### src/rtl/sync_const_pkg.sv
`default_nettype none

package sync_const_pkg;

    // Field identity as seen at the vsync leading edge
    localparam logic FID_EVEN = 1'b0;
    localparam logic FID_ODD  = 1'b1;

    // Vsync source type
    // Separated vsync is referenced to the last accepted hsync edge
    localparam logic VSYNC_SEPARATED = 1'b0;
    localparam logic VSYNC_RAW       = 1'b1;

    // Line counts and vtotal
    localparam int LINE_CNT_W = 11;

    // Line length in measurement clock cycles
    localparam int PCNT_LINE_W = 12;

    // Field length in measurement clock cycles
    localparam int PCNT_FIELD_W = 20;

    // Hsync pulse width in measurement clock cycles
    localparam int HS_WIDTH_W = 8;

endpackage

`default_nettype wire

### src/rtl/meas_window_pkg.sv
`default_nettype none

package meas_window_pkg;

    // One polarity and activity sampling window is 2^18 cycles
    localparam int POL_WINDOW_W = 18;

    // Sync goes inactive after 8 stale windows
    localparam int STALE_CTR_W = 3;

    // Frame cycle counter that saturates at all ones
    localparam int PCNT_FRAME_W = 21;

    // Line length is latched once this many cycles into the frame
    // which is well clear of the vertical sync and equalization pulses
    localparam logic [PCNT_FRAME_W-1:0] LINE_STORE_DELAY = PCNT_FRAME_W'(27000);

    // Polarity threshold at half of a full window
    localparam logic [POL_WINDOW_W-1:0] POL_HALF_WINDOW =
        {1'b0, {(POL_WINDOW_W-1){1'b1}}};

endpackage

`default_nettype wire

### src/rtl/sync_polarity_detect.sv
`timescale 1ns/1ns
`default_nettype none

module sync_polarity_detect
    import meas_window_pkg::*;
(
    input  logic CLK_MEAS_i,
    input  logic reset_i,
    input  logic hsync_i,
    input  logic vsync_i,
    output logic hsync_pol_o,
    output logic vsync_pol_o,
    output logic sync_active_o
);

    logic [POL_WINDOW_W-1:0] win_ctr;
    logic [POL_WINDOW_W-1:0] hs_high_ctr;
    logic [POL_WINDOW_W-1:0] vs_high_ctr;
    logic [STALE_CTR_W-1:0]  stale_ctr;
    logic                    vs_stale;

    // Vsync never toggled during the window
    assign vs_stale = (vs_high_ctr == '0) | (vs_high_ctr == '1);

    always_ff @(posedge CLK_MEAS_i) begin
        if (reset_i) begin
            // First window starts right after reset
            win_ctr       <= POL_WINDOW_W'(1);
            hs_high_ctr   <= '0;
            vs_high_ctr   <= '0;
            stale_ctr     <= '0;
            hsync_pol_o   <= 1'b0;
            vsync_pol_o   <= 1'b0;
            sync_active_o <= 1'b0;
        end else begin
            win_ctr <= win_ctr + 1'b1;

            if (win_ctr == '0) begin
                // Mostly high at window end means active low pulses
                hsync_pol_o <= (hs_high_ctr > POL_HALF_WINDOW);
                vsync_pol_o <= (vs_high_ctr > POL_HALF_WINDOW);
                hs_high_ctr <= '0;
                vs_high_ctr <= '0;

                if (vs_stale) begin
                    if (stale_ctr == '1)
                        sync_active_o <= 1'b0;
                    else
                        stale_ctr <= stale_ctr + 1'b1;
                end else begin
                    stale_ctr     <= '0;
                    sync_active_o <= 1'b1;
                end
            end else begin
                if (hsync_i)
                    hs_high_ctr <= hs_high_ctr + 1'b1;
                if (vsync_i)
                    vs_high_ctr <= vs_high_ctr + 1'b1;
            end
        end
    end

endmodule

`default_nettype wire

### src/rtl/sync_edge_decode.sv
`timescale 1ns/1ns
`default_nettype none

module sync_edge_decode (
    input  logic CLK_MEAS_i,
    input  logic reset_i,
    input  logic hsync_i,
    input  logic vsync_i,
    input  logic hsync_pol_i,
    input  logic vsync_pol_i,
    output logic hsync_np_o,
    output logic hs_fall_o,
    output logic vs_fall_o
);

    logic hs_np;
    logic vs_np;
    logic hs_np_q;
    logic vs_np_q;

    // Normalized sync is idle high with low pulses
    assign hs_np = hsync_i ^ ~hsync_pol_i;
    assign vs_np = vsync_i ^ ~vsync_pol_i;

    always_ff @(posedge CLK_MEAS_i) begin
        if (reset_i) begin
            hs_np_q   <= 1'b0;
            vs_np_q   <= 1'b0;
            hs_fall_o <= 1'b0;
            vs_fall_o <= 1'b0;
        end else begin
            hs_np_q   <= hs_np;
            vs_np_q   <= vs_np;
            hs_fall_o <= hs_np_q & ~hs_np;
            vs_fall_o <= vs_np_q & ~vs_np;
        end
    end

    // Level delayed to line up with the edge pulses
    assign hsync_np_o = hs_np_q;

endmodule

`default_nettype wire

### src/rtl/pixel_count_meas.sv
`timescale 1ns/1ns
`default_nettype none

module pixel_count_meas
    import sync_const_pkg::*, meas_window_pkg::*;
(
    input  logic                    CLK_MEAS_i,
    input  logic                    reset_i,
    input  logic                    hs_fall_i,
    input  logic                    vs_fall_i,
    input  logic                    hsync_np_i,
    input  logic                    sync_active_i,
    input  logic                    interlace_i,
    input  logic                    field_id_i,
    output logic [PCNT_LINE_W-1:0]  pcnt_line_o,
    output logic [HS_WIDTH_W-1:0]   hsync_width_o,
    output logic [PCNT_FIELD_W-1:0] pcnt_field_o,
    output logic                    vblank_region_o
);

    logic [PCNT_FRAME_W-1:0] frame_ctr;
    logic [PCNT_LINE_W-1:0]  line_ctr;
    logic [HS_WIDTH_W-1:0]   hs_low_ctr;
    logic                    line_stored;
    logic                    vs_qualify;

    logic [PCNT_FRAME_W-1:0] line_x4;
    logic [PCNT_FRAME_W-1:0] line_x8;
    logic [PCNT_FRAME_W-1:0] field_len;
    logic [PCNT_FRAME_W-1:0] frame_len;
    logic                    head_region;
    logic                    tail_region;
    logic                    mid_region;

    // Frame starts at progressive vsync or at the even field of interlaced video
    assign vs_qualify = vs_fall_i & (~interlace_i | (field_id_i == FID_EVEN));

    always_ff @(posedge CLK_MEAS_i) begin
        if (reset_i) begin
            frame_ctr    <= '0;
            pcnt_field_o <= '0;
        end else if (vs_qualify) begin
            frame_ctr <= PCNT_FRAME_W'(1);
            // Saturated counter means the frame was too long to be valid
            if (sync_active_i & (frame_ctr != '1)) begin
                if (interlace_i)
                    pcnt_field_o <= frame_ctr[PCNT_FRAME_W-1:1];
                else
                    pcnt_field_o <= frame_ctr[PCNT_FIELD_W-1:0];
            end
        end else if (frame_ctr != '1) begin
            frame_ctr <= frame_ctr + 1'b1;
        end else begin
            pcnt_field_o <= '0;
        end
    end

    always_ff @(posedge CLK_MEAS_i) begin
        if (reset_i) begin
            line_ctr      <= '0;
            hs_low_ctr    <= '0;
            line_stored   <= 1'b0;
            pcnt_line_o   <= '0;
            hsync_width_o <= '0;
        end else begin
            if (vs_qualify)
                line_stored <= 1'b0;

            if (hs_fall_i) begin
                line_ctr   <= PCNT_LINE_W'(1);
                hs_low_ctr <= HS_WIDTH_W'(1);
                // One sample per frame taken after the vsync area
                if (~line_stored & (frame_ctr > LINE_STORE_DELAY)) begin
                    pcnt_line_o   <= line_ctr;
                    hsync_width_o <= hs_low_ctr;
                    line_stored   <= 1'b1;
                end
            end else begin
                line_ctr <= line_ctr + 1'b1;
                if (~hsync_np_i)
                    hs_low_ctr <= hs_low_ctr + 1'b1;
            end
        end
    end

    // Region bounds in frame counter units
    assign line_x4   = PCNT_FRAME_W'({pcnt_line_o, 2'b00});
    assign line_x8   = PCNT_FRAME_W'({pcnt_line_o, 3'b000});
    assign field_len = PCNT_FRAME_W'(pcnt_field_o);
    assign frame_len = interlace_i ? (field_len << 1) : field_len;

    // First 8 lines and last 4 lines of the frame
    assign head_region = (frame_ctr < line_x8);
    assign tail_region = (frame_ctr > (frame_len - line_x4));

    // Blanking around the field boundary inside an interlaced frame
    assign mid_region = interlace_i &
                        (frame_ctr < (field_len + line_x8)) &
                        (frame_ctr > (field_len - line_x4));

    assign vblank_region_o = head_region | tail_region | mid_region;

endmodule

`default_nettype wire

### src/rtl/line_field_tracker.sv
`timescale 1ns/1ns
`default_nettype none

module line_field_tracker
    import sync_const_pkg::*;
(
    input  logic                   CLK_MEAS_i,
    input  logic                   reset_i,
    input  logic                   hs_fall_i,
    input  logic                   vs_fall_i,
    input  logic                   vsync_type_i,
    input  logic [PCNT_LINE_W-1:0] pcnt_line_i,
    input  logic                   vblank_region_i,
    output logic                   field_id_o,
    output logic                   interlace_o,
    output logic [LINE_CNT_W-1:0]  vtotal_o
);

    logic [PCNT_LINE_W-1:0] h_cnt;
    logic [PCNT_LINE_W-1:0] h_cnt_hsref;
    logic [LINE_CNT_W-1:0]  v_cnt;

    logic [PCNT_LINE_W-1:0] eighth_line;
    logic [PCNT_LINE_W-1:0] quarter_line;
    logic [PCNT_LINE_W-1:0] half_line;
    logic [PCNT_LINE_W-1:0] three_q_line;
    logic [PCNT_LINE_W-1:0] glitch_thold;
    logic [PCNT_LINE_W-1:0] h_cnt_ref;
    logic                   hs_accept;
    logic                   half_line_edge;
    logic                   line_overrun;
    logic                   odd_position;

    assign eighth_line  = pcnt_line_i >> 3;
    assign quarter_line = pcnt_line_i >> 2;
    assign half_line    = pcnt_line_i >> 1;
    assign three_q_line = half_line + quarter_line;

    // Blanking has serration pulses, so filter harder there
    assign glitch_thold = vblank_region_i ? quarter_line : eighth_line;

    assign hs_accept      = hs_fall_i & (h_cnt > glitch_thold);
    assign half_line_edge = (h_cnt > (half_line - quarter_line)) & (h_cnt < three_q_line);
    assign line_overrun   = vblank_region_i & (h_cnt >= pcnt_line_i);

    // Outer quarters of the line mean odd field
    assign h_cnt_ref    = (vsync_type_i == VSYNC_SEPARATED) ? h_cnt_hsref : h_cnt;
    assign odd_position = (h_cnt_ref < quarter_line) | (h_cnt_ref > three_q_line);

    always_ff @(posedge CLK_MEAS_i) begin
        if (reset_i) begin
            h_cnt       <= '0;
            h_cnt_hsref <= '0;
            v_cnt       <= '0;
            field_id_o  <= FID_EVEN;
            interlace_o <= 1'b0;
            vtotal_o    <= '0;
        end else begin
            if (hs_accept) begin
                // Equalization pulse keeps the current line running
                if (half_line_edge) begin
                    h_cnt <= h_cnt + 1'b1;
                end else begin
                    h_cnt <= '0;
                    v_cnt <= v_cnt + 1'b1;
                end
                h_cnt_hsref <= h_cnt;
            end else if (line_overrun) begin
                // Missing hsync in blanking
                h_cnt <= '0;
                v_cnt <= v_cnt + 1'b1;
            end else begin
                h_cnt <= h_cnt + 1'b1;
            end

            // Vsync overrides the line count update above
            if (vs_fall_i) begin
                if (odd_position) begin
                    field_id_o  <= FID_ODD;
                    interlace_o <= (field_id_o == FID_EVEN);

                    if (vsync_type_i == VSYNC_RAW) begin
                        // Raw vsync may land on the hsync edge or just either side
                        if (hs_fall_i | (h_cnt >= pcnt_line_i)) begin
                            v_cnt    <= LINE_CNT_W'(1);
                            vtotal_o <= v_cnt;
                        end else if (h_cnt < quarter_line) begin
                            v_cnt    <= LINE_CNT_W'(1);
                            vtotal_o <= v_cnt - 1'b1;
                        end else begin
                            v_cnt    <= '0;
                            vtotal_o <= v_cnt;
                        end
                    end else begin
                        v_cnt    <= '0;
                        vtotal_o <= v_cnt;
                    end
                end else begin
                    field_id_o  <= FID_EVEN;
                    interlace_o <= (field_id_o == FID_ODD);
                    if (field_id_o == FID_EVEN) begin
                        v_cnt    <= '0;
                        vtotal_o <= v_cnt;
                    end
                end
            end
        end
    end

endmodule

`default_nettype wire

### src/rtl/sync_meas_top.sv
`timescale 1ns/1ns
`default_nettype none

module sync_meas_top
    import sync_const_pkg::*;
(
    input  wire                    CLK_MEAS_i,
    input  wire                    reset_i,
    input  wire                    hsync_i,
    input  wire                    vsync_i,
    input  wire                    vsync_type_i,
    output wire                    hsync_pol_o,
    output wire                    vsync_pol_o,
    output wire                    sync_active_o,
    output wire [PCNT_LINE_W-1:0]  pcnt_line_o,
    output wire [HS_WIDTH_W-1:0]   hsync_width_o,
    output wire [PCNT_FIELD_W-1:0] pcnt_field_o,
    output wire [LINE_CNT_W-1:0]   vtotal_o,
    output wire                    interlace_o
);

    wire hsync_np;
    wire hs_fall;
    wire vs_fall;
    wire vblank_region;
    wire field_id;

    sync_polarity_detect u_sync_polarity_detect (
        .CLK_MEAS_i    (CLK_MEAS_i),
        .reset_i       (reset_i),
        .hsync_i       (hsync_i),
        .vsync_i       (vsync_i),
        .hsync_pol_o   (hsync_pol_o),
        .vsync_pol_o   (vsync_pol_o),
        .sync_active_o (sync_active_o)
    );

    sync_edge_decode u_sync_edge_decode (
        .CLK_MEAS_i  (CLK_MEAS_i),
        .reset_i     (reset_i),
        .hsync_i     (hsync_i),
        .vsync_i     (vsync_i),
        .hsync_pol_i (hsync_pol_o),
        .vsync_pol_i (vsync_pol_o),
        .hsync_np_o  (hsync_np),
        .hs_fall_o   (hs_fall),
        .vs_fall_o   (vs_fall)
    );

    pixel_count_meas u_pixel_count_meas (
        .CLK_MEAS_i      (CLK_MEAS_i),
        .reset_i         (reset_i),
        .hs_fall_i       (hs_fall),
        .vs_fall_i       (vs_fall),
        .hsync_np_i      (hsync_np),
        .sync_active_i   (sync_active_o),
        .interlace_i     (interlace_o),
        .field_id_i      (field_id),
        .pcnt_line_o     (pcnt_line_o),
        .hsync_width_o   (hsync_width_o),
        .pcnt_field_o    (pcnt_field_o),
        .vblank_region_o (vblank_region)
    );

    line_field_tracker u_line_field_tracker (
        .CLK_MEAS_i      (CLK_MEAS_i),
        .reset_i         (reset_i),
        .hs_fall_i       (hs_fall),
        .vs_fall_i       (vs_fall),
        .vsync_type_i    (vsync_type_i),
        .pcnt_line_i     (pcnt_line_o),
        .vblank_region_i (vblank_region),
        .field_id_o      (field_id),
        .interlace_o     (interlace_o),
        .vtotal_o        (vtotal_o)
    );

endmodule

`default_nettype wire

### config.mk
export PLATFORM = sky130hd
export DESIGN_NAME = sync_meas_top
export DESIGN_NICKNAME = d
export VERILOG_FILES = /design/src/rtl/sync_const_pkg.sv /design/src/rtl/meas_window_pkg.sv /design/src/rtl/sync_polarity_detect.sv /design/src/rtl/sync_edge_decode.sv /design/src/rtl/pixel_count_meas.sv /design/src/rtl/line_field_tracker.sv /design/src/rtl/sync_meas_top.sv
export SDC_FILE = /design/constraint.sdc
export NUM_CORES = 1
export LEC_CHECK = 0
export BUFFER_PORTS_ARGS = -buffer_cell sky130_fd_sc_hd__buf_2
export CAP_MARGIN = 20
export CORE_MARGIN = 2
export CORE_UTILIZATION = 56
export CTS_BUF_LIST = sky130_fd_sc_hd__clkbuf_4 sky130_fd_sc_hd__clkbuf_8 sky130_fd_sc_hd__clkbuf_16
export CTS_CLUSTER_DIAMETER = 120
export DETAILED_ROUTE_END_ITERATION = 6
export PLACE_DENSITY = 0.73
export SLEW_MARGIN = 20
export SYNTH_ARGS = -nofsm -noshare
export SYNTH_HDL_FRONTEND = slang
export SYNTH_SLANG_ARGS = --single-unit
### constraint.sdc
create_clock -name CLK_MEAS_i -period 13.7 [get_ports CLK_MEAS_i]
set_input_delay 1.37 -clock CLK_MEAS_i [delete_from_list [all_inputs] [get_ports CLK_MEAS_i]]
set_output_delay 1.37 -clock CLK_MEAS_i [all_outputs]
set_load 0.05 [all_outputs]
== Word-level counts from Yosys, hierarchy flattened ==
Index checks and enable logic that the tools add are counted.

* Register bits after elaboration: 194
* Input bits: 5
* Output and inout port bits: 55
* Word-level logic and storage cells: 139

* Add/sub/neg operators: 15
* $lt $le $gt $ge: 14
* Eq/ne operators: 9
* Muxes and demuxes: 38
* Bitwise gates (word level): 25
* Reductions and logical operators: 11

{| class="wikitable"
|+ Operator list
! cell !! number
|-
| 11-bit two-way mux || 13
|-
| 20-bit two-way mux || 4
|-
| 18-bit by 1-bit adder with 18-bit output, second input constant || 3
|-
| 12-bit two-way mux || 4
|-
| 21-bit > comparator || 2
|-
| 12-bit > comparator || 3
|-
| 18-bit by 17-bit > comparator with 1-bit output, second input constant || 2
|-
| 18-bit zero test || 2
|-
| 12-bit by 1-bit adder with 12-bit output, second input constant || 2
|-
| 12-bit by 10-bit < comparator with 1-bit output || 2
|-
| 20-bit by 15-bit adder with 21-bit output || 1
|-
| 21-bit by 1-bit adder with 21-bit output, second input constant || 1
|-
| 21-bit by 15-bit > comparator with 1-bit output, second input constant || 1
|-
| 21-bit by 15-bit < comparator with 1-bit output || 1
|-
| 21-bit < comparator || 1
|-
| 21-bit two-way mux || 1
|-
| 21-bit inequality test, second input constant || 1
|-
| 20-bit by 14-bit subtractor with 21-bit output || 1
|-
| 21-bit by 14-bit subtractor with 21-bit output || 1
|-
| 18-bit equality test, second input constant || 1
|-
| 1-bit two-way mux || 13
|-
| 11-bit by 10-bit adder with 12-bit output || 1
|-
| 12-bit >= comparator || 1
|-
| 12-bit < comparator || 1
|-
| 17 further kinds || 49
|}

== Depth between registers and ports, before layout ==
Gate-level depths: netlist of run 1.

* Depth after elaboration: 12
* Mapped depth: 37
* Gate-level depth less buffers: 32

== Cells and area by module ==
A second synthesis of run 1 with hierarchy kept.

* Cell total of the unflattened synthesis: 1798
* Area, all modules: 15259.6 um^2

{| class="wikitable"
|+ By module, submodules not included
! module !! instances !! cells each !! area each (um^2) !! sequential area each (um^2)
|-
| pixel_count_meas || 1 || 896 || 7372.1 || 1641.6
|-
| line_field_tracker || 1 || 592 || 5116.2 || 960.9
|-
| sync_polarity_detect || 1 || 300 || 2646.3 || 1201.2
|-
| sync_edge_decode || 1 || 10 || 125.1 || 80.1
|}

== Worst setup path before layout of run 1 ==
Ideal clock, no wire load.

* Path kind: register -> register
* Start: register u_line_field_tracker.interlace_o
* End: register u_line_field_tracker.v_cnt[9]
* Library setup time: 0.072 ns
* Arrival: 8.079 ns
* Required time: 13.628 ns
* Setup slack: 5.549 ns
* Cell stages (with the launch flop): 35
* Path buffers: 6
* Period minus slack after synthesis: 8.151 ns
* Path through: dfxtp_1 buf_1 clkbuf_1 buf_1 mux2_2 fa_1 a21o_1 a21oi_1 nor2b_1 o41ai_2 o211ai_1 and2_0 or4_1 o21ai_0 a21oi_1 ha_1 a21oi_1 o21ai_0 a221oi_1 a21oi_1 a22oi_1 nand2_1 clkbuf_1 buf_2 a21oi_1 ha_1 nand4_1 nor4_4 a2111oi_4 a31oi_4 a211oi_4 o21ai_2 buf_6 nor4_4 mux2i_1

* Cells in the longest elaborated chain, start to end: 12
* Elaborated cells on any way between the ends: 16
* Those cells by class: add/sub: 1; order compare: 2; mux: 7; bitwise: 6

{| class="wikitable"
|+ Ends and longest elaborated chain
! element !! line !! RTL
|-
| from (decl) || line_field_tracker.sv:15 || <nowiki>output logic interlace_o,</nowiki>
|-
| from (signal assigned) || line_field_tracker.sv:80 || <nowiki>interlace_o <= (field_id_o == FID_EVEN);</nowiki>
|-
| from (signal assigned) || line_field_tracker.sv:100 || <nowiki>interlace_o <= (field_id_o == FID_ODD);</nowiki>
|-
| 21-bit two-way mux || pixel_count_meas.sv:90 || <nowiki>assign frame_len = interlace_i ? (field_len << 1) : field_len;</nowiki>
|-
| 21-bit by 14-bit subtractor with 21-bit output || pixel_count_meas.sv:94 || <nowiki>assign tail_region = (frame_ctr > (frame_len - line_x4));</nowiki>
|-
| 21-bit > comparator || pixel_count_meas.sv:94 ||
|-
| 1-bit OR || pixel_count_meas.sv:101 || <nowiki>assign vblank_region_o = head_region | tail_region | mid_region;</nowiki>
|-
| 1-bit OR (*) || pixel_count_meas.sv:101 ||
|-
| 10-bit two-way mux || line_field_tracker.sv:40 || <nowiki>assign glitch_thold = vblank_region_i ? quarter_line : eighth_line;</nowiki>
|-
| 12-bit > comparator || line_field_tracker.sv:42 || <nowiki>assign hs_accept = hs_fall_i & (h_cnt > glitch_thold);</nowiki>
|-
| 1-bit bitwise AND || line_field_tracker.sv:42 ||
|-
| 11-bit two-way mux (*) || line_field_tracker.sv:59 || <nowiki>if (hs_accept) begin</nowiki>
|-
| 11-bit two-way mux || line_field_tracker.sv:101 || <nowiki>if (field_id_o == FID_EVEN) begin</nowiki>
|-
| 11-bit two-way mux || line_field_tracker.sv:78 || <nowiki>if (odd_position) begin</nowiki>
|-
| 11-bit two-way mux (*) || line_field_tracker.sv:77 || <nowiki>if (vs_fall_i) begin</nowiki>
|-
| to (signal assigned) || line_field_tracker.sv:65 || <nowiki>v_cnt <= v_cnt + 1'b1;</nowiki>
|-
| to (signal assigned) || line_field_tracker.sv:71 || <nowiki>v_cnt <= v_cnt + 1'b1;</nowiki>
|-
| to (decl) || line_field_tracker.sv:21 || <nowiki>logic [LINE_CNT_W-1:0] v_cnt;</nowiki>
|}

Every way passes the cells marked *; elsewhere a longest branch is shown, timed or not.
A chain may end at the register's enable or synchronous reset.

== Worst setup path after layout of run 1 ==
* Start: register u_line_field_tracker.interlace_o
* End: register u_line_field_tracker.v_cnt[4]

The elaborated chain is that of the path after synthesis.

==> run_results.csv, run 1 <==
group,metric,value,unit
placed_design,placed_cells,2090,
sta,report.final.hold_viol_count,0,
sta,worst_pin_slew,1.00,ns
clocking,post_cts_resized,0,
detailed_routing,first_pass_iters,5,
worst_setup_path,slowest_delay,0.63,ns
clocking,cts_sinks,194,
cells_and_area,final_util,61.3,%
synthesis,syn_inst,1754,
synthesis,synth_seq_cells,194,
global_route,grt_pass1_vias,12200,
clocking,cts_max_path_buffers,2,
sta,setup_tns,0,ns
clocking,cts_hold_buf,0,
sta,final_max_slew_viol_count,0,
sta,min_period_over_period,65.4,%
power_and_ir_drop,ir_worst_vdd,0.0922,mV
synthesis,yosysMostFrequentCell,"nor2_1",
job,maxCapViolCount,0,
clocking,postCtsSetupRepairBufs,0,
worst_setup_path,critical_path.endpoint_type,"flop",
synthesis,avgSynthCellArea,8.47,um2
placed_design,place_congestion,0.905,
detailed_routing,drc,0,
worst_setup_path,path_delay_family,"compound AO/OA/AOI/OAI gates",
placed_design,pre_cts_slack,4.95,ns
global_route,grt_overflow,0,
detailed_routing,routedWlPerCell,17.7,um
global_route,antenna_found_initial,0,
worst_setup_path,critPathLaunchType,"flop",
worst_setup_path,worstPathMaxFanout,51,
synthesis,syn_nets,1985,
synthesis,synthArstFlopShare,0,%
cells_and_area,stdcell_count,2122,
sta,fin_skew,0.0270,ns
floorplan,pin_count,60,
sta,rsz0062_at_grt,"false",
clocking,path_clk_slew,0.08,ns
synthesis,synth.distinct_cells,79,
outcome,status,"completed",
clocking,h-tree-depth,4,
synthesis,ys.flop_type,"dfxtp_1",
synthesis,yosys-top-cells-area,"dfxtp_1, ha_1, nor2_1, xor2_1, a21oi_1",
power_and_ir_drop,power_density,77.3,nW/um2
detailed_routing,routed_wl,37.5,mm
global_route,grt_pass1_wl,62.6,mm
detailed_routing,vias,12800,
detailed_routing,viasPerCell,6.05,
clocking,cts_root_buffer,"clkbuf_16",
cells_and_area,area_growth,7.48,%
floorplan,start_util,57.0,%
synthesis,synth_area,14900,um2
synthesis,synth_edf_count,0,
power_and_ir_drop,power_leakage,6.94,nW
sta,setup_violations,0,
placed_design,hpwlAfterDp,27.2,mm
detailed_routing,final_antenna_net_count,0,
worst_setup_path,cp.required,14.07,ns
worst_setup_path,worstPathArrival,9.33,ns
cells_and_area,postLayoutCellArea,16000,um2
floorplan,die_w,167,um
sta,final.setup.worst_slack,4.74,ns
synthesis,yosys_warnings,0,
cells_and_area,diodes,0,
clocking,insertion_delay,0.45,ns
synthesis,ys_seq_area_share,26.2,%
worst_setup_path,cpMostUsedCell,"a21oi_1",
worst_setup_path,critPathSlowestCell,"a31oi_4",
worst_setup_path,worstSetupPathType,"flop to flop",
floorplan,core_area,26100,um2
global_route,grt_use_total,27.1,%
hold_path,holdCritPathClass,"flop to flop",
global_route,grt_max_degree,80,
worst_setup_path,cp.depth,32,
sta,period_needed,8.96,ns
detailed_routing,drtIter0Drc,774,
worst_setup_path,reg2regPathDepth,32,
floorplan,die_y,167,um
clocking,numCtsBuffers,17,
hold_path,whs_path_depth,1,
synthesis,synth_top_area_cell,"dfxtp_1",
placed_design,dpl-instance-area,15400,um2
synthesis,synth_common_cells,"nor2_1, ha_1, dfxtp_1",
worst_setup_path,cp_num_buf_inv,2,
cells_and_area,drive_above_1_share,9.07,%
sta,fmax,0.112,GHz
synthesis,synth.top_cell.area_share,26.2,%
floorplan,dieArea,27800,um2
cells_and_area,fin_nets,2005,
placed_design,io_buffers,59,
clocking,cts_tree,"built",
sta,slew_headroom,33.0,%
floorplan,rows,59,
[worst reg2reg max path, delay by kind of cell, from the launching register on]
kind | cells | cell delay, ns
AOI/OAI and AO/OA | 15 | 3.43
and+or+nand+nor | 10 | 3.05
adders and majority gates | 4 | 1.25
buffers and inverters | 2 | 0.56
DFF | 1 | 0.31
muxes | 1 | 0.28
[kinds of logic (layout without fill, tap and decap cells)]
logic type	after synthesis	after routing	synth area share, %
AOI/OAI and AO/OA	341	341	15.1
muxes	89	89	6.34
xor gates and xnor gates	146	146	8.61
adders and majority gates	226	226	19.3
buffers and inverters	135	168	3.59
and+or+nand+nor	623	623	21.0
DFF	194	194	26.2
[sequential cells by signal (all words and copies together), names as in the netlist, 3 cells and up]
signal	count
u_line_field_tracker.v_cnt	11
u_pixel_count_meas.frame_ctr	21
u_sync_polarity_detect.hs_high_ctr	18
u_sync_polarity_detect.win_ctr	18
u_pixel_count_meas.pcnt_field_o	20
u_sync_polarity_detect.stale_ctr	3
u_sync_polarity_detect.vs_high_ctr	18
u_pixel_count_meas.line_ctr	12
u_pixel_count_meas.hsync_width_o	8
u_pixel_count_meas.pcnt_line_o	12
u_line_field_tracker.h_cnt_hsref	12
u_pixel_count_meas.hs_low_ctr	8
u_line_field_tracker.h_cnt	12
u_line_field_tracker.vtotal_o	11
[layout make-up]
class                           instances  area, um2
Clock buffer                           18        433
Tap cell                              335        419
Sequential cell                       194       3880
Fill cell                            2327      10100
Inverter                               70        263
Clock inverter                         14        178
Multi-Input combinational cell       1425      10400
Timing Repair Buffer                   66        350
[stage by stage]
stage	hold WS [ns]	power, mW
finish	0.443	1.23
global route	0.464	1.28
CTS	0.452	1.24
detailed placement	0.431	0.728
global placement	0.406	0.726
floorplan	0.396	0.696
[worst paths after layout]
path	start	endpoint	slack (ns)
min	u_sync_polarity_detect.win_ctr[0]	u_sync_polarity_detect.win_ctr[0]	0.44
max reg2reg	u_line_field_tracker.interlace_o	u_line_field_tracker.v_cnt[4]	4.74
min reg2reg	u_sync_polarity_detect.win_ctr[0]	u_sync_polarity_detect.win_ctr[0]	0.44
max	u_line_field_tracker.interlace_o	u_line_field_tracker.v_cnt[4]	4.74
[placed cells by master (no fill, tap or decap), drive strengths merged, types with 18 or more instances in the layout]
master  netlist  routed
clkbuf       44      18
nor3         28      28
nand3        72      72
and3         23      23
o21ai        63      63
nor2        232     232
mux2         40      40
a22oi        25      25
nand2b       23      23
xnor2        61      61
mux2i        49      49
a21o         27      27
ha          221     221
buf          21      66
nand4        40      40
inv          70      78
dfxtp       194     194
nand2       102     102
xor2         85      85
a21oi       112     112
or3          21      21
[power by group]
part | total, mW | switching (mW) | internal [mW]
clock | 0.516 | 0.264 | 0.252
combinational | 0.126 | 0.0800 | 0.0465
sequential | 0.591 | 0.0175 | 0.574
total | 1.23 | 0.362 | 0.872
[per-layer routing]
layer  track usage (%)  up-vias  share of wire (%)
li1                  -     6370                  -
met1              38.3     6096                 48
met2              43.8      315                 45
met3              3.07       60                4.7
met4              7.27        0                1.9
met5                 0        -                  0
Power figures use the tool's default switching activity.
==> run 2, diff against run 1 <==
==> constraint.sdc (replaced) <==
create_clock -name CLK_MEAS_i -period 9.2 [get_ports CLK_MEAS_i]
set_input_delay 0.92 -clock CLK_MEAS_i [delete_from_list [all_inputs] [get_ports CLK_MEAS_i]]
set_output_delay 0.92 -clock CLK_MEAS_i [all_outputs]
set_load 0.05 [all_outputs]
==> run 2 against run 1 <==
Effect of this change:
- sequential share of layout area down 0.12 points
- sequential cell count unchanged
- combinational power up 52%
- setup slack worse by 4.3 ns
- utilization up 0.31 points
- non-clock buffer count up 8
- register-to-register slack worse by 4.3 ns
- global-route usage up 0.053 points
- total power up 50%
- clock skew about the same
- critical endpoint is now u_line_field_tracker.v_cnt[10]
- largest power group unchanged
- highest routed layer unchanged
==> run_results.csv, run 2 (synthesized netlist as in run 1, its figures left out) <==
group,metric,value,unit
cells_and_area,largest_reg_flops,21,
cells_and_area,mostFrequentLayoutCell,"nor2_1",
clocking,insertion_delay,0.46,ns
placed_design,hpwlAfterDp,27.5,mm
sta,min_period_over_period,94.8,%
cells_and_area,top_register,"u_pixel_count_meas.frame_ctr",
power_and_ir_drop,switchingPower,0.551,mW
sta,setup_tns,0,ns
cells_and_area,drive_above_1_share,9.58,%
cells_and_area,diodes,0,
global_route,met3_usage,3.42,%
power_and_ir_drop,ir_worst_vdd,0.130,mV
sta,report.final.hold_viol_count,0,
clocking,h-tree-depth,4,
global_route,grt_pass1_vias,12100,
detailed_routing,drtIter0Drc,960,
hold_path,whs_path_depth,1,
sta,final_max_slew_viol_count,0,
detailed_routing,first_pass_iters,5,
detailed_routing,routedWlPerCell,17.8,um
clocking,postCtsSetupRepairBufs,0,
global_route,global_route.usage.met2,43.9,%
detailed_routing,drc,0,
detailed_routing,vias,12800,
power_and_ir_drop,p_clk_share,42.1,%
worst_setup_path,rr_endpoint,"u_line_field_tracker.v_cnt[10]",
worst_setup_path,critPathLaunchType,"flop",
outcome,status,"completed",
clocking,cts_max_path_buffers,2,
worst_setup_path,reg2reg_slack,0.48,ns
floorplan,core_area,26100,um2
placed_design,placed_cells,2098,
worst_setup_path,cpMostUsedCell,"ha_1",
sta,setup_violations,0,
worst_setup_path,worstSetupPathType,"flop to flop",
sta,slew_headroom,36.0,%
worst_setup_path,critPathSlowestCell,"dfxtp_1",
hold_path,holdCritPathClass,"flop to flop",
floorplan,die_y,167,um
power_and_ir_drop,intPower,1.30,mW
cells_and_area,reg_top3,"u_pixel_count_meas.frame_ctr x21, u_pixel_count_meas.pcnt_field_o x20",
power_and_ir_drop,power_density,116,nW/um2
power_and_ir_drop,power_leakage,6.99,nW
cells_and_area,area_growth,8.02,%
global_route,grt_max_degree,58,
sta,period_needed,8.72,ns
cells_and_area,seq_area,3880,um2
placed_design,pre_cts_slack,0.391,ns
power_and_ir_drop,combPwrFrac,10.3,%
clocking,cts_tree,"built",
clocking,numCtsBuffers,17,
clocking,cts_root_buffer,"clkbuf_16",
worst_setup_path,slowest_delay,0.55,ns
cells_and_area,fill_cells,2287,
detailed_routing,viasPerCell,6.01,
worst_setup_path,cp.required,9.58,ns
global_route,grt_pass1_wl,62.3,mm
worst_setup_path,reg2regPathDepth,32,
hold_path,holdPathEnd,"u_sync_polarity_detect.win_ctr[0]",
cells_and_area,multi_input_area,10400,um2
global_route,busiest_layer,"met2",
sta,fin_skew,0.0266,ns
placed_design,io_buffers,59,
floorplan,die_w,167,um
floorplan,rows,59,
clocking,cts_sinks,194,
sta,hold_ws,0.432,ns
global_route,grt_overflow,0,
cells_and_area,final_cell_mix,"nor2_1, ha_1, dfxtp_1",
global_route,grt_use_total,27.1,%
job,maxCapViolCount,0,
detailed_routing,final_antenna_net_count,0,
floorplan,pin_count,60,
worst_setup_path,worstPathMaxFanout,20,
clocking,path_clk_slew,0.08,ns
worst_setup_path,timing.rr.start,"u_pixel_count_meas.pcnt_line_o[0]",
cells_and_area,stdcell_count,2130,
sta,worst_pin_slew,0.960,ns
cells_and_area,fin_nets,2013,
sta,final.setup.worst_slack,0.482,ns
global_route,antenna_found_initial,0,
placed_design,place_congestion,0.915,
detailed_routing,routed_wl,37.9,mm
floorplan,start_util,57.0,%
hold_path,hold_path.startpoint,"u_sync_polarity_detect.win_ctr[0]",
power_and_ir_drop,p_total,1.85,mW
floorplan,dieArea,27800,um2
sta,fmax,0.115,GHz
worst_setup_path,critical_path.endpoint_type,"flop",
power_and_ir_drop,p_sw_share,29.7,%
worst_setup_path,worstPathArrival,9.10,ns
power_and_ir_drop,seq_power_share,47.6,%
global_route,grt_util_met1,37.4,%
==> run 2: metrics by stage <==
stage | utilization (%) | cell area (um2)
4_1_cts | 61.5 | 16000
6_report | 61.6 | 16000
3_5_place_dp | 59.1 | 15400
3_3_place_gp | 59.1 | 15400
2_1_floorplan | - | 14900
5_1_grt | 61.6 | 16000
==> run 2: layer usage <==
layer / vias to the layer above / wire, um
met5: - / 0
met4: 0 / 958
met3: 67 / 2060
met2: 323 / 17200
met1: 6026 / 17700
li1: 6379 / -
==> run 2: power groups by stage <==
stage	combinational, mW	clock, mW	sequential, mW
final	0.191	0.780	0.882
after global routing	0.211	0.814	0.884
after CTS	0.190	0.791	0.881
after detailed placement	0.187	0	0.901
after global placement	0.183	0	0.900
after floorplan	0.140	0	0.896
==> run 2: worst max-delay path by stage <==
stage,cells past startpoint,start,to
2_1_floorplan,34,u_line_field_tracker.interlace_o,u_line_field_tracker.v_cnt[9]
6_report,32,u_pixel_count_meas.pcnt_line_o[0],u_line_field_tracker.v_cnt[10]
5_1_grt,32,u_pixel_count_meas.pcnt_line_o[0],u_line_field_tracker.v_cnt[3]
3_5_place_dp,32,u_pixel_count_meas.pcnt_line_o[0],u_line_field_tracker.v_cnt[10]
4_1_cts,32,u_pixel_count_meas.pcnt_line_o[0],u_line_field_tracker.v_cnt[4]
3_3_place_gp,32,u_pixel_count_meas.pcnt_line_o[0],u_line_field_tracker.v_cnt[6]
==> run 2: area by class of cell <==
type / count / share of cell area (%)
inverters: 70 / 1.64
clock inverters: 14 / 1.14
well taps: 335 / 2.61
repair buffers: 74 / 2.56
flip-flops and latches: 194 / 24.2
clock buffers: 18 / 2.74
multi-input cells: 1425 / 65.1
==> run 2: worst max-delay path: cells and delay by family (launching register included) <==
kind / cells / cell delay [ns]
DFF: 1 / 0.55
adders and majority gates: 4 / 1.28
xor gates and xnor gates: 1 / 0.18
and+or+nand+nor: 13 / 3.31
AOI/OAI and AO/OA: 12 / 3.02
buffers and inverters: 2 / 0.31
==> run 2: repair_timing <==
item | CTS | global route
hold buffers | 0 | 0
endpoints found under the setup margin | 0 | 20
resized for setup | 0 | 2
endpoints found under the hold margin | 0 | 0
==> run 3, diff against run 2 <==
--- a/config.mk
+++ b/config.mk
@@ -6,7 +6,6 @@
 export NUM_CORES = 1
 export LEC_CHECK = 0
 export BUFFER_PORTS_ARGS = -buffer_cell sky130_fd_sc_hd__buf_2
-export CAP_MARGIN = 20
 export CORE_MARGIN = 2
 export CORE_UTILIZATION = 56
 export CTS_BUF_LIST = sky130_fd_sc_hd__clkbuf_4 sky130_fd_sc_hd__clkbuf_8 sky130_fd_sc_hd__clkbuf_16
==> constraint.sdc (replaced) <==
create_clock -name CLK_MEAS_i -period 8.09 [get_ports CLK_MEAS_i]
set_input_delay 0.809 -clock CLK_MEAS_i [delete_from_list [all_inputs] [get_ports CLK_MEAS_i]]
set_output_delay 0.809 -clock CLK_MEAS_i [all_outputs]
set_load 0.05 [all_outputs]
==> run 3 against run 2 <==
Effect of this change:
- die area unchanged
- total power grew 14%
- clock skew decreased by 0.0095 ns
- clock power increased by 14%
- critical path type unchanged
- design area rose by 0.27%
- utilization increased by 0.16 points
- sequential share of layout area decreased by 0.064 points
- routed wire length down 1.5%
- critical path depth shrank 2
==> run_results.csv, run 3 (synthesized netlist as in run 1, its figures left out) <==
group,metric,value,unit
placed_design,place_congestion,0.926,
clocking,cts_root_buffer,"clkbuf_16",
detailed_routing,final_antenna_net_count,0,
power_and_ir_drop,power_leakage,7.02,nW
worst_setup_path,critical_path.endpoint_type,"flop",
worst_setup_path,cp_num_buf_inv,3,
job,maxCapViolCount,0,
cells_and_area,multi_input_area,10500,um2
clocking,cts_hold_buf,0,
power_and_ir_drop,intPower,1.48,mW
worst_setup_path,critPathLaunchType,"flop",
clocking,h-tree-depth,4,
detailed_routing,vias,12700,
cells_and_area,top_register,"u_pixel_count_meas.frame_ctr",
placed_design,placed_cells,2103,
detailed_routing,viasPerCell,5.93,
clocking,cts_tree,"built",
cells_and_area,fin_nets,2018,
cells_and_area,final_util,61.7,%
floorplan,die_y,167,um
global_route,grt_pass1_vias,12000,
worst_setup_path,worstSetupPathType,"flop to flop",
sta,slew_headroom,38.2,%
power_and_ir_drop,p_clk_share,42.2,%
placed_design,dpl-instance-area,15400,um2
clocking,numCtsBuffers,17,
clocking,cts_sinks,194,
floorplan,dieArea,27800,um2
hold_path,holdCritPathClass,"flop to flop",
outcome,status,"completed",
global_route,grt_pass1_wl,61.4,mm
sta,report.final.hold_viol_count,0,
worst_setup_path,critPathSlowestCell,"dfxtp_1",
clocking,cts_max_path_buffers,2,
cells_and_area,largest_reg_flops,21,
cells_and_area,drive_above_1_share,9.89,%
floorplan,pin_count,60,
power_and_ir_drop,combPwrFrac,10.3,%
clocking,postCtsSetupRepairBufs,0,
sta,final.setup.worst_slack,0.528,ns
clocking,post_cts_resized,0,
floorplan,die_w,167,um
sta,fmax,0.132,GHz
worst_setup_path,worstPathArrival,7.93,ns
power_and_ir_drop,p_sw_share,29.7,%
cells_and_area,mostFrequentLayoutCell,"nor2_1",
clocking,insertion_delay,0.45,ns
cells_and_area,postLayoutCellArea,16100,um2
sta,setup_violations,0,
cells_and_area,diodes,0,
cells_and_area,final_cell_mix,"nor2_1, ha_1, dfxtp_1",
placed_design,hpwlAfterDp,27.1,mm
floorplan,rows,59,
worst_setup_path,cp.required,8.46,ns
worst_setup_path,path_delay_family,"simple AND/OR/NAND/NOR gates",
power_and_ir_drop,ir_worst_vdd,0.179,mV
worst_setup_path,worstPathMaxFanout,20,
global_route,antenna_found_initial,0,
detailed_routing,drc,0,
detailed_routing,first_pass_iters,7,
detailed_routing,routedWlPerCell,17.5,um
power_and_ir_drop,power_density,131,nW/um2
clocking,path_clk_slew,0.08,ns
global_route,grt_overflow,0,
floorplan,start_util,57.0,%
cells_and_area,reg_top3,"u_pixel_count_meas.frame_ctr x21, u_pixel_count_meas.pcnt_field_o x20",
global_route,grt_max_degree,64,
cells_and_area,seq_area,3880,um2
sta,min_period_over_period,93.5,%
worst_setup_path,slowest_delay,0.62,ns
detailed_routing,routed_wl,37.3,mm
sta,final_max_slew_viol_count,0,
power_and_ir_drop,seq_power_share,47.5,%
power_and_ir_drop,switchingPower,0.627,mW
sta,worst_pin_slew,0.927,ns
sta,period_needed,7.56,ns
detailed_routing,drtIter0Drc,786,
global_route,grt_use_total,26.6,%
cells_and_area,stdcell_count,2135,
placed_design,pre_cts_slack,0.436,ns
sta,rsz0062_at_grt,"false",
floorplan,core_area,26100,um2
sta,setup_tns,0,ns
placed_design,io_buffers,59,
cells_and_area,fill_cells,2300,
sta,fin_skew,0.0171,ns
cells_and_area,area_growth,8.31,%
==> run 3: cell count changes in the layout (fill, tap and decap cells not counted), sizes merged <==
cell    delta
buf        +5
clkinv     -4
inv        +4
==> run 3: metrics by stage <==
stage / total power, mW / hold WS [ns]
2_1_floorplan: 1.18 / 0.396
3_3_place_gp: 1.23 / 0.406
3_5_place_dp: 1.23 / 0.416
4_1_cts: 2.12 / 0.436
5_1_grt: 2.19 / 0.448
6_report: 2.11 / 0.437
==> run 3: routing by layer <==
metal  part of all wire (%)  GRT usage, %  routed length (um)  up-vias
met1                     47          36.1               17600     5922
li1                       -             -                   -     6394
met5                      0             0                   0        -
met2                     46          43.7               17100      277
met3                    4.2          3.54                1560       74
met4                    2.9          9.15                1080        0
==> run 3: final cells by class <==
class / count / area share, %
Clock inverter: 14 / 1.12
Multi-Input combinational cell: 1425 / 65.0
Timing Repair Buffer: 79 / 2.78
Sequential cell: 194 / 24.2
Tap cell: 335 / 2.61
Clock buffer: 18 / 2.69
Inverter: 70 / 1.63
==> run 3: power by group through the flow <==
| stage | registers, mW | logic (mW) | clock network, mW |
|---|---|---|---|
| after global routing | 1.00 | 0.241 | 0.942 |
| after global placement | 1.02 | 0.207 | 0 |
| final | 1.00 | 0.218 | 0.890 |
| after detailed placement | 1.02 | 0.211 | 0 |
| after floorplan | 1.02 | 0.160 | 0 |
| after CTS | 1.00 | 0.214 | 0.909 |
==> run 3: worst paths after layout <==
check / start / to / slack, ns / cells past startpoint
max: u_pixel_count_meas.pcnt_line_o[4] / u_line_field_tracker.v_cnt[3] / 0.53 / 30
min: u_sync_polarity_detect.win_ctr[0] / u_sync_polarity_detect.win_ctr[0] / 0.44 / 1
max reg2reg: u_pixel_count_meas.pcnt_line_o[4] / u_line_field_tracker.v_cnt[3] / 0.53 / 30
min reg2reg: u_sync_polarity_detect.win_ctr[0] / u_sync_polarity_detect.win_ctr[0] / 0.44 / 1
